==> config.mk <==
export PLATFORM = sky130hd
export DESIGN_NAME = uart_periph
export DESIGN_NICKNAME = d
export VERILOG_FILES = /design/src/common/uart_pkg.sv /design/src/common/mem_bus_pkg.sv /design/src/logic/uart_periph.sv /design/src/uart/uart_regs.sv /design/src/uart/uart_rx.sv /design/src/uart/uart_tx.sv
export VERILOG_INCLUDE_DIRS = /design/src /design/src/common
export SDC_FILE = /design/constraint.sdc
export NUM_CORES = 1
export LEC_CHECK = 0
export ABC_AREA = 1
export ABC_CLOCK_PERIOD_IN_PS = 3100
export BUFFER_PORTS_ARGS = -buffer_cell sky130_fd_sc_hd__buf_4
export CAP_MARGIN = 10
export CORE_MARGIN = 2
export CORE_UTILIZATION = 50
export CTS_BUF_LIST = sky130_fd_sc_hd__clkbuf_16
export CTS_CLUSTER_SIZE = 14
export DETAILED_ROUTE_END_ITERATION = 7
export GPL_TIMING_DRIVEN = 0
export MAX_ROUTING_LAYER = met4
export PLACE_DENSITY = 0.8
export RECOVER_POWER = 100
export SLEW_MARGIN = 20
export SYNTH_ARGS = -nofsm -noshare
export SYNTH_HDL_FRONTEND = slang
export SYNTH_SLANG_ARGS = --single-unit
==> constraint.sdc <==
create_clock -name clk -period 3.1 [get_ports clk]
set_input_delay 0.775 -clock clk [delete_from_list [all_inputs] [get_ports clk]]
set_output_delay 0.775 -clock clk [all_outputs]
set_load 0.1 [all_outputs]
==> src/common/uart_defines.svh <==
/*
 * UART peripheral constants
 * Bus window base, frame width, prescale reset value and the RX empty marker
 */
`ifndef UART_DEFINES_SVH
`define UART_DEFINES_SVH

// Upper address byte of the 64 KiB window, bits 23..16 stay zero
`define UART_BASE_ADDR 8'h02

// Data bits per frame
`define UART_DATA_BITS 8

// Prescale after reset, 8 clocks per bit
`define UART_PRESCALE_RESET 16'd1

// Returned by an RX read with no byte waiting
`define UART_RX_EMPTY 32'hFFFF_FF00

`endif
==> src/common/uart_pkg.sv <==
/*
 * UART engine types
 * Status word layout and the TX and RX state machines
 */
package uart_pkg;

    // ------------------------------
    // Status register, bits 3..0
    // ------------------------------
    typedef struct packed {
        // Stop bit sampled low, sticky
        logic frame_err;
        // Byte completed while the last one was unread, sticky
        logic overrun;
        logic rx_busy;
        logic tx_busy;
    } uart_status_t;

    // ------------------------------
    // Engine states
    // ------------------------------
    // Transmitter
    typedef enum logic [1:0] {
        TX_IDLE,
        TX_START,
        TX_DATA,
        TX_STOP
    } tx_state_e;

    // Receiver
    typedef enum logic [1:0] {
        RX_IDLE,
        RX_START,
        RX_DATA,
        RX_STOP
    } rx_state_e;

endpackage

==> src/common/mem_bus_pkg.sv <==
/*
 * Memory bus types
 * Packed request and response words of the core bus and the UART register map
 */
package mem_bus_pkg;

    // ------------------------------
    // Request, master to peripheral
    // ------------------------------
    // Nonzero wstrb marks a write, zero a read
    typedef struct packed {
        logic        valid;
        logic [31:0] addr;
        logic [31:0] wdata;
        logic [3:0]  wstrb;
    } mem_req_t;

    // ------------------------------
    // Response, peripheral to master
    // ------------------------------
    // ready is a single-cycle pulse
    typedef struct packed {
        logic        ready;
        logic [31:0] rdata;
    } mem_rsp_t;

    // Byte offsets of the word registers inside the window
    typedef enum logic [3:0] {
        REG_TX     = 4'h0,
        REG_STATUS = 4'h4,
        REG_RX     = 4'h8,
        REG_BAUD   = 4'hC
    } uart_reg_e;

endpackage

==> src/logic/uart_periph.sv <==
/*
 * UART peripheral top level
 * Joins the memory bus, the register block and the TX and RX engines
 */
`timescale 1ns/1ps

module uart_periph (
    input  logic                   clk,
    input  logic                   rst_n,
    input  logic                   rxd,
    output logic                   txd,
    output logic                   irq_rx_valid,
    input  mem_bus_pkg::mem_req_t  mem_req,
    output mem_bus_pkg::mem_rsp_t  mem_rsp
);

    logic [15:0]            prescale;
    logic [7:0]             tx_data;
    logic                   tx_valid;
    logic                   tx_ready;
    logic                   tx_busy;
    logic [7:0]             rx_data;
    logic                   rx_valid;
    logic                   rx_ack;
    logic                   rx_busy;
    logic                   clear_errors;
    logic                   overrun;
    logic                   frame_err;
    uart_pkg::uart_status_t status;

    // Status word from the engine flags
    assign status = '{frame_err: frame_err, overrun: overrun,
                      rx_busy: rx_busy, tx_busy: tx_busy};

    // Interrupt follows the RX valid level
    assign irq_rx_valid = rx_valid;

    uart_regs u_regs (
        .clk          (clk),
        .rst_n        (rst_n),
        .mem_req      (mem_req),
        .mem_rsp      (mem_rsp),
        .prescale     (prescale),
        .tx_data      (tx_data),
        .tx_valid     (tx_valid),
        .tx_ready     (tx_ready),
        .rx_data      (rx_data),
        .rx_valid     (rx_valid),
        .rx_ack       (rx_ack),
        .clear_errors (clear_errors),
        .status       (status)
    );

    uart_tx u_tx (
        .clk      (clk),
        .rst_n    (rst_n),
        .tx_data  (tx_data),
        .tx_valid (tx_valid),
        .tx_ready (tx_ready),
        .prescale (prescale),
        .txd      (txd),
        .busy     (tx_busy)
    );

    uart_rx u_rx (
        .clk          (clk),
        .rst_n        (rst_n),
        .rxd          (rxd),
        .prescale     (prescale),
        .rx_data      (rx_data),
        .rx_valid     (rx_valid),
        .rx_ack       (rx_ack),
        .clear_errors (clear_errors),
        .busy         (rx_busy),
        .overrun      (overrun),
        .frame_err    (frame_err)
    );

endmodule

==> src/uart/uart_regs.sv <==
/*
 * UART register block
 * Decodes the bus window, serves TX, status, RX and baud registers
 * A TX write stalls the bus while the transmitter is busy
 */
`timescale 1ns/1ps
`include "uart_defines.svh"

module uart_regs (
    input  logic                    clk,
    input  logic                    rst_n,
    input  mem_bus_pkg::mem_req_t   mem_req,
    output mem_bus_pkg::mem_rsp_t   mem_rsp,
    output logic [15:0]             prescale,
    output logic [7:0]              tx_data,
    output logic                    tx_valid,
    input  logic                    tx_ready,
    input  logic [7:0]              rx_data,
    input  logic                    rx_valid,
    output logic                    rx_ack,
    output logic                    clear_errors,
    input  uart_pkg::uart_status_t  status
);

    logic        rsp_ready;
    logic        ready_q;
    logic [31:0] rsp_rdata;

    // ------------------------------
    // Address decode
    // ------------------------------
    // Window match on bits 31..16
    wire hit      = (mem_req.addr[31:16] == {`UART_BASE_ADDR, 8'h00});
    wire is_write = |mem_req.wstrb;
    // Skip the ready cycle and the one after it
    wire serve    = mem_req.valid && hit && !rsp_ready && !ready_q;
    // Offsets outside the map fall to the default branches
    wire mem_bus_pkg::uart_reg_e offset = mem_bus_pkg::uart_reg_e'(mem_req.addr[3:0]);
    // Low byte written to TX with the transmitter free
    wire tx_accept = serve && is_write && (offset == mem_bus_pkg::REG_TX)
                     && mem_req.wstrb[0] && tx_ready;

    // ------------------------------
    // Bus handling
    // ------------------------------
    always_ff @(posedge clk) begin
        if (!rst_n) begin
            rsp_ready    <= 1'b0;
            ready_q      <= 1'b0;
            rsp_rdata    <= '0;
            tx_valid     <= 1'b0;
            rx_ack       <= 1'b0;
            clear_errors <= 1'b0;
            prescale     <= `UART_PRESCALE_RESET;
        end else begin
            // Single-cycle pulses by default
            rsp_ready    <= 1'b0;
            rsp_rdata    <= '0;
            tx_valid     <= 1'b0;
            rx_ack       <= 1'b0;
            clear_errors <= 1'b0;
            ready_q      <= rsp_ready;
            if (serve) begin
                rsp_ready <= 1'b1;
                if (is_write) begin
                    case (offset)
                        mem_bus_pkg::REG_TX: begin
                            if (mem_req.wstrb[0]) begin
                                if (tx_ready) begin
                                    tx_valid <= 1'b1;
                                end else begin
                                    // Hold off ready, retried next cycle
                                    rsp_ready <= 1'b0;
                                end
                            end
                        end
                        mem_bus_pkg::REG_BAUD: begin
                            if (mem_req.wstrb[0]) prescale[7:0]  <= mem_req.wdata[7:0];
                            if (mem_req.wstrb[1]) prescale[15:8] <= mem_req.wdata[15:8];
                        end
                        default: begin
                        end
                    endcase
                end else begin
                    case (offset)
                        mem_bus_pkg::REG_STATUS: begin
                            // Reading status clears the sticky flags
                            rsp_rdata    <= {28'd0, status};
                            clear_errors <= 1'b1;
                        end
                        mem_bus_pkg::REG_RX: begin
                            if (rx_valid) begin
                                rsp_rdata <= {24'd0, rx_data};
                                rx_ack    <= 1'b1;
                            end else begin
                                rsp_rdata <= `UART_RX_EMPTY;
                            end
                        end
                        default: begin
                            rsp_rdata <= '0;
                        end
                    endcase
                end
            end
        end
    end

    // TX byte register
    always_ff @(posedge clk) begin
        if (tx_accept) tx_data <= mem_req.wdata[7:0];
    end

    assign mem_rsp = '{ready: rsp_ready, rdata: rsp_rdata};

endmodule

==> src/uart/uart_rx.sv <==
/*
 * UART receiver
 * Centers on the start bit, samples 8 data bits mid-bit and checks the stop bit
 * Holds the byte until rx_ack, with sticky overrun and frame error flags
 */
`timescale 1ns/1ps
`include "uart_defines.svh"

module uart_rx (
    input  logic        clk,
    input  logic        rst_n,
    input  logic        rxd,
    input  logic [15:0] prescale,
    output logic [7:0]  rx_data,
    output logic        rx_valid,
    input  logic        rx_ack,
    input  logic        clear_errors,
    output logic        busy,
    output logic        overrun,
    output logic        frame_err
);

    uart_pkg::rx_state_e state;
    logic                rxd_meta;
    logic                rxd_sync;
    logic [18:0]         div_cnt;
    logic [2:0]          bit_idx;
    logic [7:0]          shift;

    wire [18:0] bit_period  = {prescale, 3'b000};
    wire [18:0] half_period = {1'b0, prescale, 2'b00};
    wire        bit_end     = (div_cnt == 19'd0);
    wire        last_bit    = (bit_idx == 3'(`UART_DATA_BITS - 1));
    // Stop bit center reached with the line high
    wire        byte_done   = (state == uart_pkg::RX_STOP) && bit_end && rxd_sync;

    always_ff @(posedge clk) begin
        if (!rst_n) begin
            rxd_meta  <= 1'b1;
            rxd_sync  <= 1'b1;
            state     <= uart_pkg::RX_IDLE;
            div_cnt   <= '0;
            bit_idx   <= '0;
            rx_valid  <= 1'b0;
            overrun   <= 1'b0;
            frame_err <= 1'b0;
        end else begin
            // Two-flop synchronizer
            rxd_meta <= rxd;
            rxd_sync <= rxd_meta;
            if (!bit_end) div_cnt <= div_cnt - 19'd1;
            if (clear_errors) begin
                overrun   <= 1'b0;
                frame_err <= 1'b0;
            end
            if (rx_ack) rx_valid <= 1'b0;
            case (state)
                uart_pkg::RX_IDLE: begin
                    // Falling edge, wait half a bit
                    if (!rxd_sync) begin
                        div_cnt <= half_period - 19'd1;
                        state   <= uart_pkg::RX_START;
                    end
                end
                uart_pkg::RX_START: begin
                    if (bit_end) begin
                        bit_idx <= '0;
                        div_cnt <= bit_period - 19'd1;
                        // A high line here was a glitch
                        state   <= rxd_sync ? uart_pkg::RX_IDLE : uart_pkg::RX_DATA;
                    end
                end
                uart_pkg::RX_DATA: begin
                    if (bit_end) begin
                        div_cnt <= bit_period - 19'd1;
                        bit_idx <= bit_idx + 3'd1;
                        if (last_bit) state <= uart_pkg::RX_STOP;
                    end
                end
                default: begin
                    if (bit_end) begin
                        state <= uart_pkg::RX_IDLE;
                        if (!rxd_sync) frame_err <= 1'b1;
                        if (byte_done) rx_valid <= 1'b1;
                        if (byte_done && rx_valid && !rx_ack) overrun <= 1'b1;
                    end
                end
            endcase
        end
    end

    // Data bits arrive LSB first
    always_ff @(posedge clk) begin
        if (state == uart_pkg::RX_DATA && bit_end) shift <= {rxd_sync, shift[7:1]};
        if (byte_done) rx_data <= shift;
    end

    assign busy = (state != uart_pkg::RX_IDLE);

endmodule

==> src/uart/uart_tx.sv <==
/*
 * UART transmitter
 * Sends one byte per tx_valid pulse, start bit, 8 data bits LSB first, stop bit
 * Each bit lasts prescale x 8 clocks
 */
`timescale 1ns/1ps
`include "uart_defines.svh"

module uart_tx (
    input  logic        clk,
    input  logic        rst_n,
    input  logic [7:0]  tx_data,
    input  logic        tx_valid,
    output logic        tx_ready,
    input  logic [15:0] prescale,
    output logic        txd,
    output logic        busy
);

    uart_pkg::tx_state_e state;
    logic [18:0]         div_cnt;
    logic [2:0]          bit_idx;
    logic [7:0]          shift;

    // Clocks per bit
    wire [18:0] bit_period = {prescale, 3'b000};
    wire        bit_end    = (div_cnt == 19'd0);
    wire        last_bit   = (bit_idx == 3'(`UART_DATA_BITS - 1));

    // ------------------------------
    // Frame sequencer
    // ------------------------------
    always_ff @(posedge clk) begin
        if (!rst_n) begin
            state   <= uart_pkg::TX_IDLE;
            txd     <= 1'b1;
            div_cnt <= '0;
            bit_idx <= '0;
        end else begin
            // Divider runs down, reloaded at each bit edge
            if (!bit_end) div_cnt <= div_cnt - 19'd1;
            case (state)
                uart_pkg::TX_IDLE: begin
                    if (tx_valid) begin
                        // Start bit goes out on the next cycle
                        txd     <= 1'b0;
                        div_cnt <= bit_period - 19'd1;
                        state   <= uart_pkg::TX_START;
                    end
                end
                uart_pkg::TX_START: begin
                    if (bit_end) begin
                        txd     <= shift[0];
                        bit_idx <= '0;
                        div_cnt <= bit_period - 19'd1;
                        state   <= uart_pkg::TX_DATA;
                    end
                end
                uart_pkg::TX_DATA: begin
                    if (bit_end) begin
                        div_cnt <= bit_period - 19'd1;
                        if (last_bit) begin
                            // Stop bit, line high
                            txd   <= 1'b1;
                            state <= uart_pkg::TX_STOP;
                        end else begin
                            txd     <= shift[0];
                            bit_idx <= bit_idx + 3'd1;
                        end
                    end
                end
                default: begin
                    if (bit_end) state <= uart_pkg::TX_IDLE;
                end
            endcase
        end
    end

    // Byte latched on accept, shifted right as each data bit leaves
    always_ff @(posedge clk) begin
        if (state == uart_pkg::TX_IDLE && tx_valid) begin
            shift <= tx_data;
        end else if (bit_end && (state == uart_pkg::TX_START || state == uart_pkg::TX_DATA)) begin
            shift <= {1'b0, shift[7:1]};
        end
    end

    assign tx_ready = (state == uart_pkg::TX_IDLE);
    assign busy     = (state != uart_pkg::TX_IDLE);

endmodule

=== Word-level counts from Yosys, hierarchy flattened ===
Index checks and enable logic that the tools add are counted.
Widths: inputs -> output; s select.

* Register bits after elaboration: 139
* Input port bits: 72
* Output and inout bits: 35
* Logic and storage cells: 154

* Add/subtract/negate cells: 6
* Equality and inequality tests: 20
* Multiplexer cells: 55
* Bitwise gates (word level): 3
* Reductions and logical operators: 46

{| class="wikitable"
|+ Operators with widths
! operator !! number
|-
| $mux 19 || 6
|-
| $pmux 19 s2 || 2
|-
| $pmux 32 s2 || 1
|-
| $sub 19x1->19 const B || 3
|-
| $logic_not 19->1 || 2
|-
| $mux 32 || 1
|-
| $mux 1 || 22
|-
| $mux 2 || 11
|-
| $sub 18x1->19 const B || 1
|-
| $eq 16x10->1 const B || 1
|-
| $mux 8 || 2
|-
| $reduce_and 4->1 || 4
|-
| $mux 3 || 5
|-
| $reduce_and 5->1 || 3
|-
| $logic_and 1x1->1 || 14
|-
| $ne 2x1->1 const B || 7
|-
| $reduce_bool 2->1 || 7
|-
| $pmux 2 s3 || 2
|-
| $pmux 3 s2 || 2
|-
| $eq 4x4->1 const B || 2
|-
| $reduce_or 7->1 || 1
|-
| $add 3x1->3 const B || 2
|-
| $eq 2x2->1 const B || 3
|-
| $eq 3x3->1 const B || 2
|-
| 16 further kinds || 24
|}

=== Depth between registers and ports, before layout ===
* Word-level depth: 8
* Gate-level depth with buffers: 11
* Depth with buffers taken out: 11

=== Hierarchy ===
Synthesis repeated with hierarchy kept, for this count alone.

* Cells, all modules: 1,081
* Area, all modules: 7,459.7 sq um

{| class="wikitable"
|+ Modules (own cells, without submodules)
! module !! times used !! cells an instance !! area each (sq um) !! sequential area each (sq um)
|-
| uart_rx || 1 || 438 || 3,009.1 || 1,061.0
|-
| uart_tx || 1 || 408 || 2,560.0 || 740.7
|-
| uart_regs || 1 || 235 || 1,890.6 || 840.8
|}

=== Worst setup path before layout ===
No wires, ideal clock.

* Kind: register to output
* From: register u_regs.rsp_rdata[30] (netlist name)
* To: output mem_rsp[10] in the netlist's numbering
* Data arrival time: 1.751 ns
* Required time: 2.325 ns
* Setup slack: 0.574 ns
* Stages on the path, launching flop included: 2
* Buffers on the path: 1
* Cells stage by stage: dfxtp_1 buf_4

{| class="wikitable"
|+ RTL lines
! element !! line !! text
|-
| end: declaration || uart_periph.sv:14 || <nowiki>output mem_bus_pkg::mem_rsp_t mem_rsp</nowiki>
|}

==> results.json <==
{
  "gr-usage-met2": 0.371,
  "grt_first_pass_wirelength_microns": 27000,
  "grt_max_degree": 25,
  "synth_cell_types": 43,
  "grt_pass1_vias": 5582,
  "dieArea_sq_um": 13900,
  "fin_tns_setup_ps": 0,
  "cp_max_fo": 24,
  "synthFlopType": "dfxtp_1",
  "startpoint": "u_regs.rsp_rdata[30]",
  "grt-ovfl-total": 0,
  "relSlewSlack": 0.154,
  "wl_per_cell_microns": 13.8,
  "final_hold_viol_count": 0,
  "fin_nets": 1077,
  "remaining_drc_errors": 0,
  "max_freq_mhz": 381,
  "seqPwrFrac": 0.299,
  "num_vias": 6220,
  "drt_iter0_drc": 513,
  "clkLatencyLatePin_ps": 420,
  "p_switching_mw": 2.66,
  "final_common_cell": "nand2_1",
  "comb_power_share": 0.410,
  "port_buffers": 78,
  "grtUsageMet3": 0.0562,
  "timing.rr.end": "u_regs.tx_data[1]",
  "post_cts_buffers": 0,
  "cts_inserted_buffers": 17,
  "rsz0062_at_grt": "false",
  "skew_ps": 6.08,
  "cts.sinks": 116,
  "tritoncts": "yes",
  "cp.required_ps": 2320,
  "syn_inst": 888,
  "switching_share": 0.405,
  "gr-usage-met1": 0.327,
  "cts_max_level": 4,
  "drv_cap": 0,
  "power_density_nw_per_um2": 856,
  "hold_ws_ps": 411,
  "post-route-util": 0.606,
  "peakVddDrop_v": 0.000411,
  "clock_path_buffers": 2,
  "postCtsHoldBufs": 0,
  "status": "completed",
  "hp-class": "reg -> reg",
  "dr.pass1.iters": 5,
  "insertedDiodeCount": 0,
  "die_w_microns": 118,
  "syn_nets": 980,
  "io_pins": 107,
  "fp-row-count": 41,
  "mostFrequentLayoutCells": "nand2_1, nor2_1, dfxtp_1",
  "rr_worst_depth": 4,
  "synthArstFlopShare": 0,
  "grt_busiest_layer": "met2",
  "globalRouteTotalUtil": 0.248,
  "cellInternalPower_mw": 3.91,
  "reg2reg_from": "u_regs.rsp_ready",
  "drv_slew": 0,
  "final_layout_size_suffix_gt1_frac": 0.147,
  "arrival_ps": 1850,
  "syn_to_final_growth_pct": 18.2,
  "initial_core_util": 0.513,
  "cts_resized": 0,
  "end_kind": "primary output",
  "avgViaCountPerCell": 5.32,
  "critPathLaunchType": "flip-flop",
  "synth_edf_count": 32,
  "endpoint": "mem_rsp[19]",
  "post_synth.cell_area_avg_sq_um": 7.32,
  "tightestPinTransition_ps": 1260,
  "antenna_found_initial": 0,
  "crit_type": "reg -> out",
  "drtAntennaViolNets": 0,
  "coreArea_sq_um": 12700,
  "dp_hpwl_microns": 12100,
  "fin_crit_sh": 0.846,
  "clkPwrFrac": 0.291,
  "final.setup.worst_slack_ps": 478,
  "totalWireLength_microns": 16200,
  "place_congestion": 0.974,
  "setup_viol": 0,
  "r2r_slack_ps": 650,
  "path_clk_slew_ps": 60,
  "netlist_area_sq_um": 6500,
  "synth_seq_cells": 116,
  "post-place-ws_ps": 5.86,
  "yosys_warnings": 0,
  "power.leakage_nw": 3.49,
  "finish.instance_area_sq_um": 7680,
  "placed_cell_area_sq_um": 7300,
  "finalCriticalPeriod_ps": 2620,
  "die_y_microns": 118,
  "synth_seq_area_share": 0.407,
  "root_buffer": "clkbuf_16"
}
metrics by stage:
stage,std cells,power [mW]
CTS,1170,6.67
detailed placement,1138,4.75
global route,1170,7.03
global placement,1138,4.68
finish,1170,6.57
floorplan,888,4.16
how the worst min path moves through the flow:
| stage | start | endpoint | depth (start not counted) |
|---|---|---|---|
| 6_report | u_rx.rxd_meta | u_rx.rxd_sync | 1 |
| 5_1_grt | u_rx.rxd_meta | u_rx.rxd_sync | 1 |
| 4_1_cts | u_rx.rxd_meta | u_rx.rxd_sync | 1 |
| 3_5_place_dp | u_rx.rxd_meta | u_rx.rxd_sync | 1 |
| 3_3_place_gp | u_rx.rxd_meta | u_rx.rxd_sync | 1 |
| 2_1_floorplan | u_rx.rxd_meta | u_rx.rxd_sync | 1 |
synth_stat cells (all sizes together), types with 4 or more instances:
cell,n,area share
nand4,23,0.024
nand3,67,0.058
clkbuf,13,0.0075
inv,84,0.049
nand2,207,0.12
nor3,22,0.018
xnor2,9,0.012
nand3b,5,0.0058
o211ai,4,0.0046
dfxtp,84,0.26
o21ai,42,0.035
edfxtp,32,0.15
ha,20,0.039
a21oi,61,0.047
buf,28,0.032
xor2,13,0.018
nor2,156,0.10
sequential cells by signal (all words and copies together) (netlist names):
signal,cells
u_regs.rsp_ready,1
u_regs.tx_valid,1
u_tx.bit_idx,3
u_tx.div_cnt,19
u_rx.rx_valid,1
u_tx.state,2
u_rx.state,2
u_rx.shift,8
u_rx.rxd_meta,1
u_regs.rx_ack,1
u_rx.bit_idx,3
u_rx.rxd_sync,1
u_regs.tx_data,8
u_regs.rsp_rdata,9
u_rx.rx_data,8
u_rx.div_cnt,19
u_rx.frame_err,1
u_rx.overrun,1
u_regs.prescale,16
u_regs.clear_errors,1
u_tx.shift,8
u_regs.ready_q,1
u_tx.txd,1
critical path, stage by stage (launching register included):
cell      delay [ps]
dfxtp_1          760
buf_4            210
clkbuf_2         450
layer usage:
layer  part of all wire  up-vias
met5                  0        -
met4              0.027        0
met3              0.079       42
met2               0.44      257
met1               0.45     2829
li1                   -     3092
power groups by stage:
stage | clock network [mW] | logic, mW | registers, mW
after floorplan | 0 | 2.20 | 1.96
after global placement | 0 | 2.69 | 1.98
after detailed placement | 0 | 2.76 | 1.98
after CTS | 1.93 | 2.78 | 1.96
after global routing | 2.00 | 3.04 | 1.99
final | 1.91 | 2.70 | 1.96
cells by family (layout without fill, tap and decap cells):
family | count (synthesis) | count (layout) | synth area share
XOR/XNOR | 22 | 22 | 0.0297
AO/OA/AOI/OAI | 118 | 118 | 0.0986
AND/OR/NAND/NOR | 486 | 486 | 0.338
adder cells (fa/ha/maj) | 20 | 20 | 0.0385
flip-flops | 116 | 116 | 0.407
buffers and inverters | 126 | 236 | 0.0884
final cells by class:
type                            instances  area, sq um
Buffer                                 41          253
Clock buffer                           17          425
Clock inverter                         15          156
Fill cell                            1136         4990
Inverter                               85          319
Multi-Input combinational cell        646         3200
Sequential cell                       116         2640
Tap cell                              172          215
Timing Repair Buffer                   78          469
No activity file was read; power rests on OpenSTA's default activity.
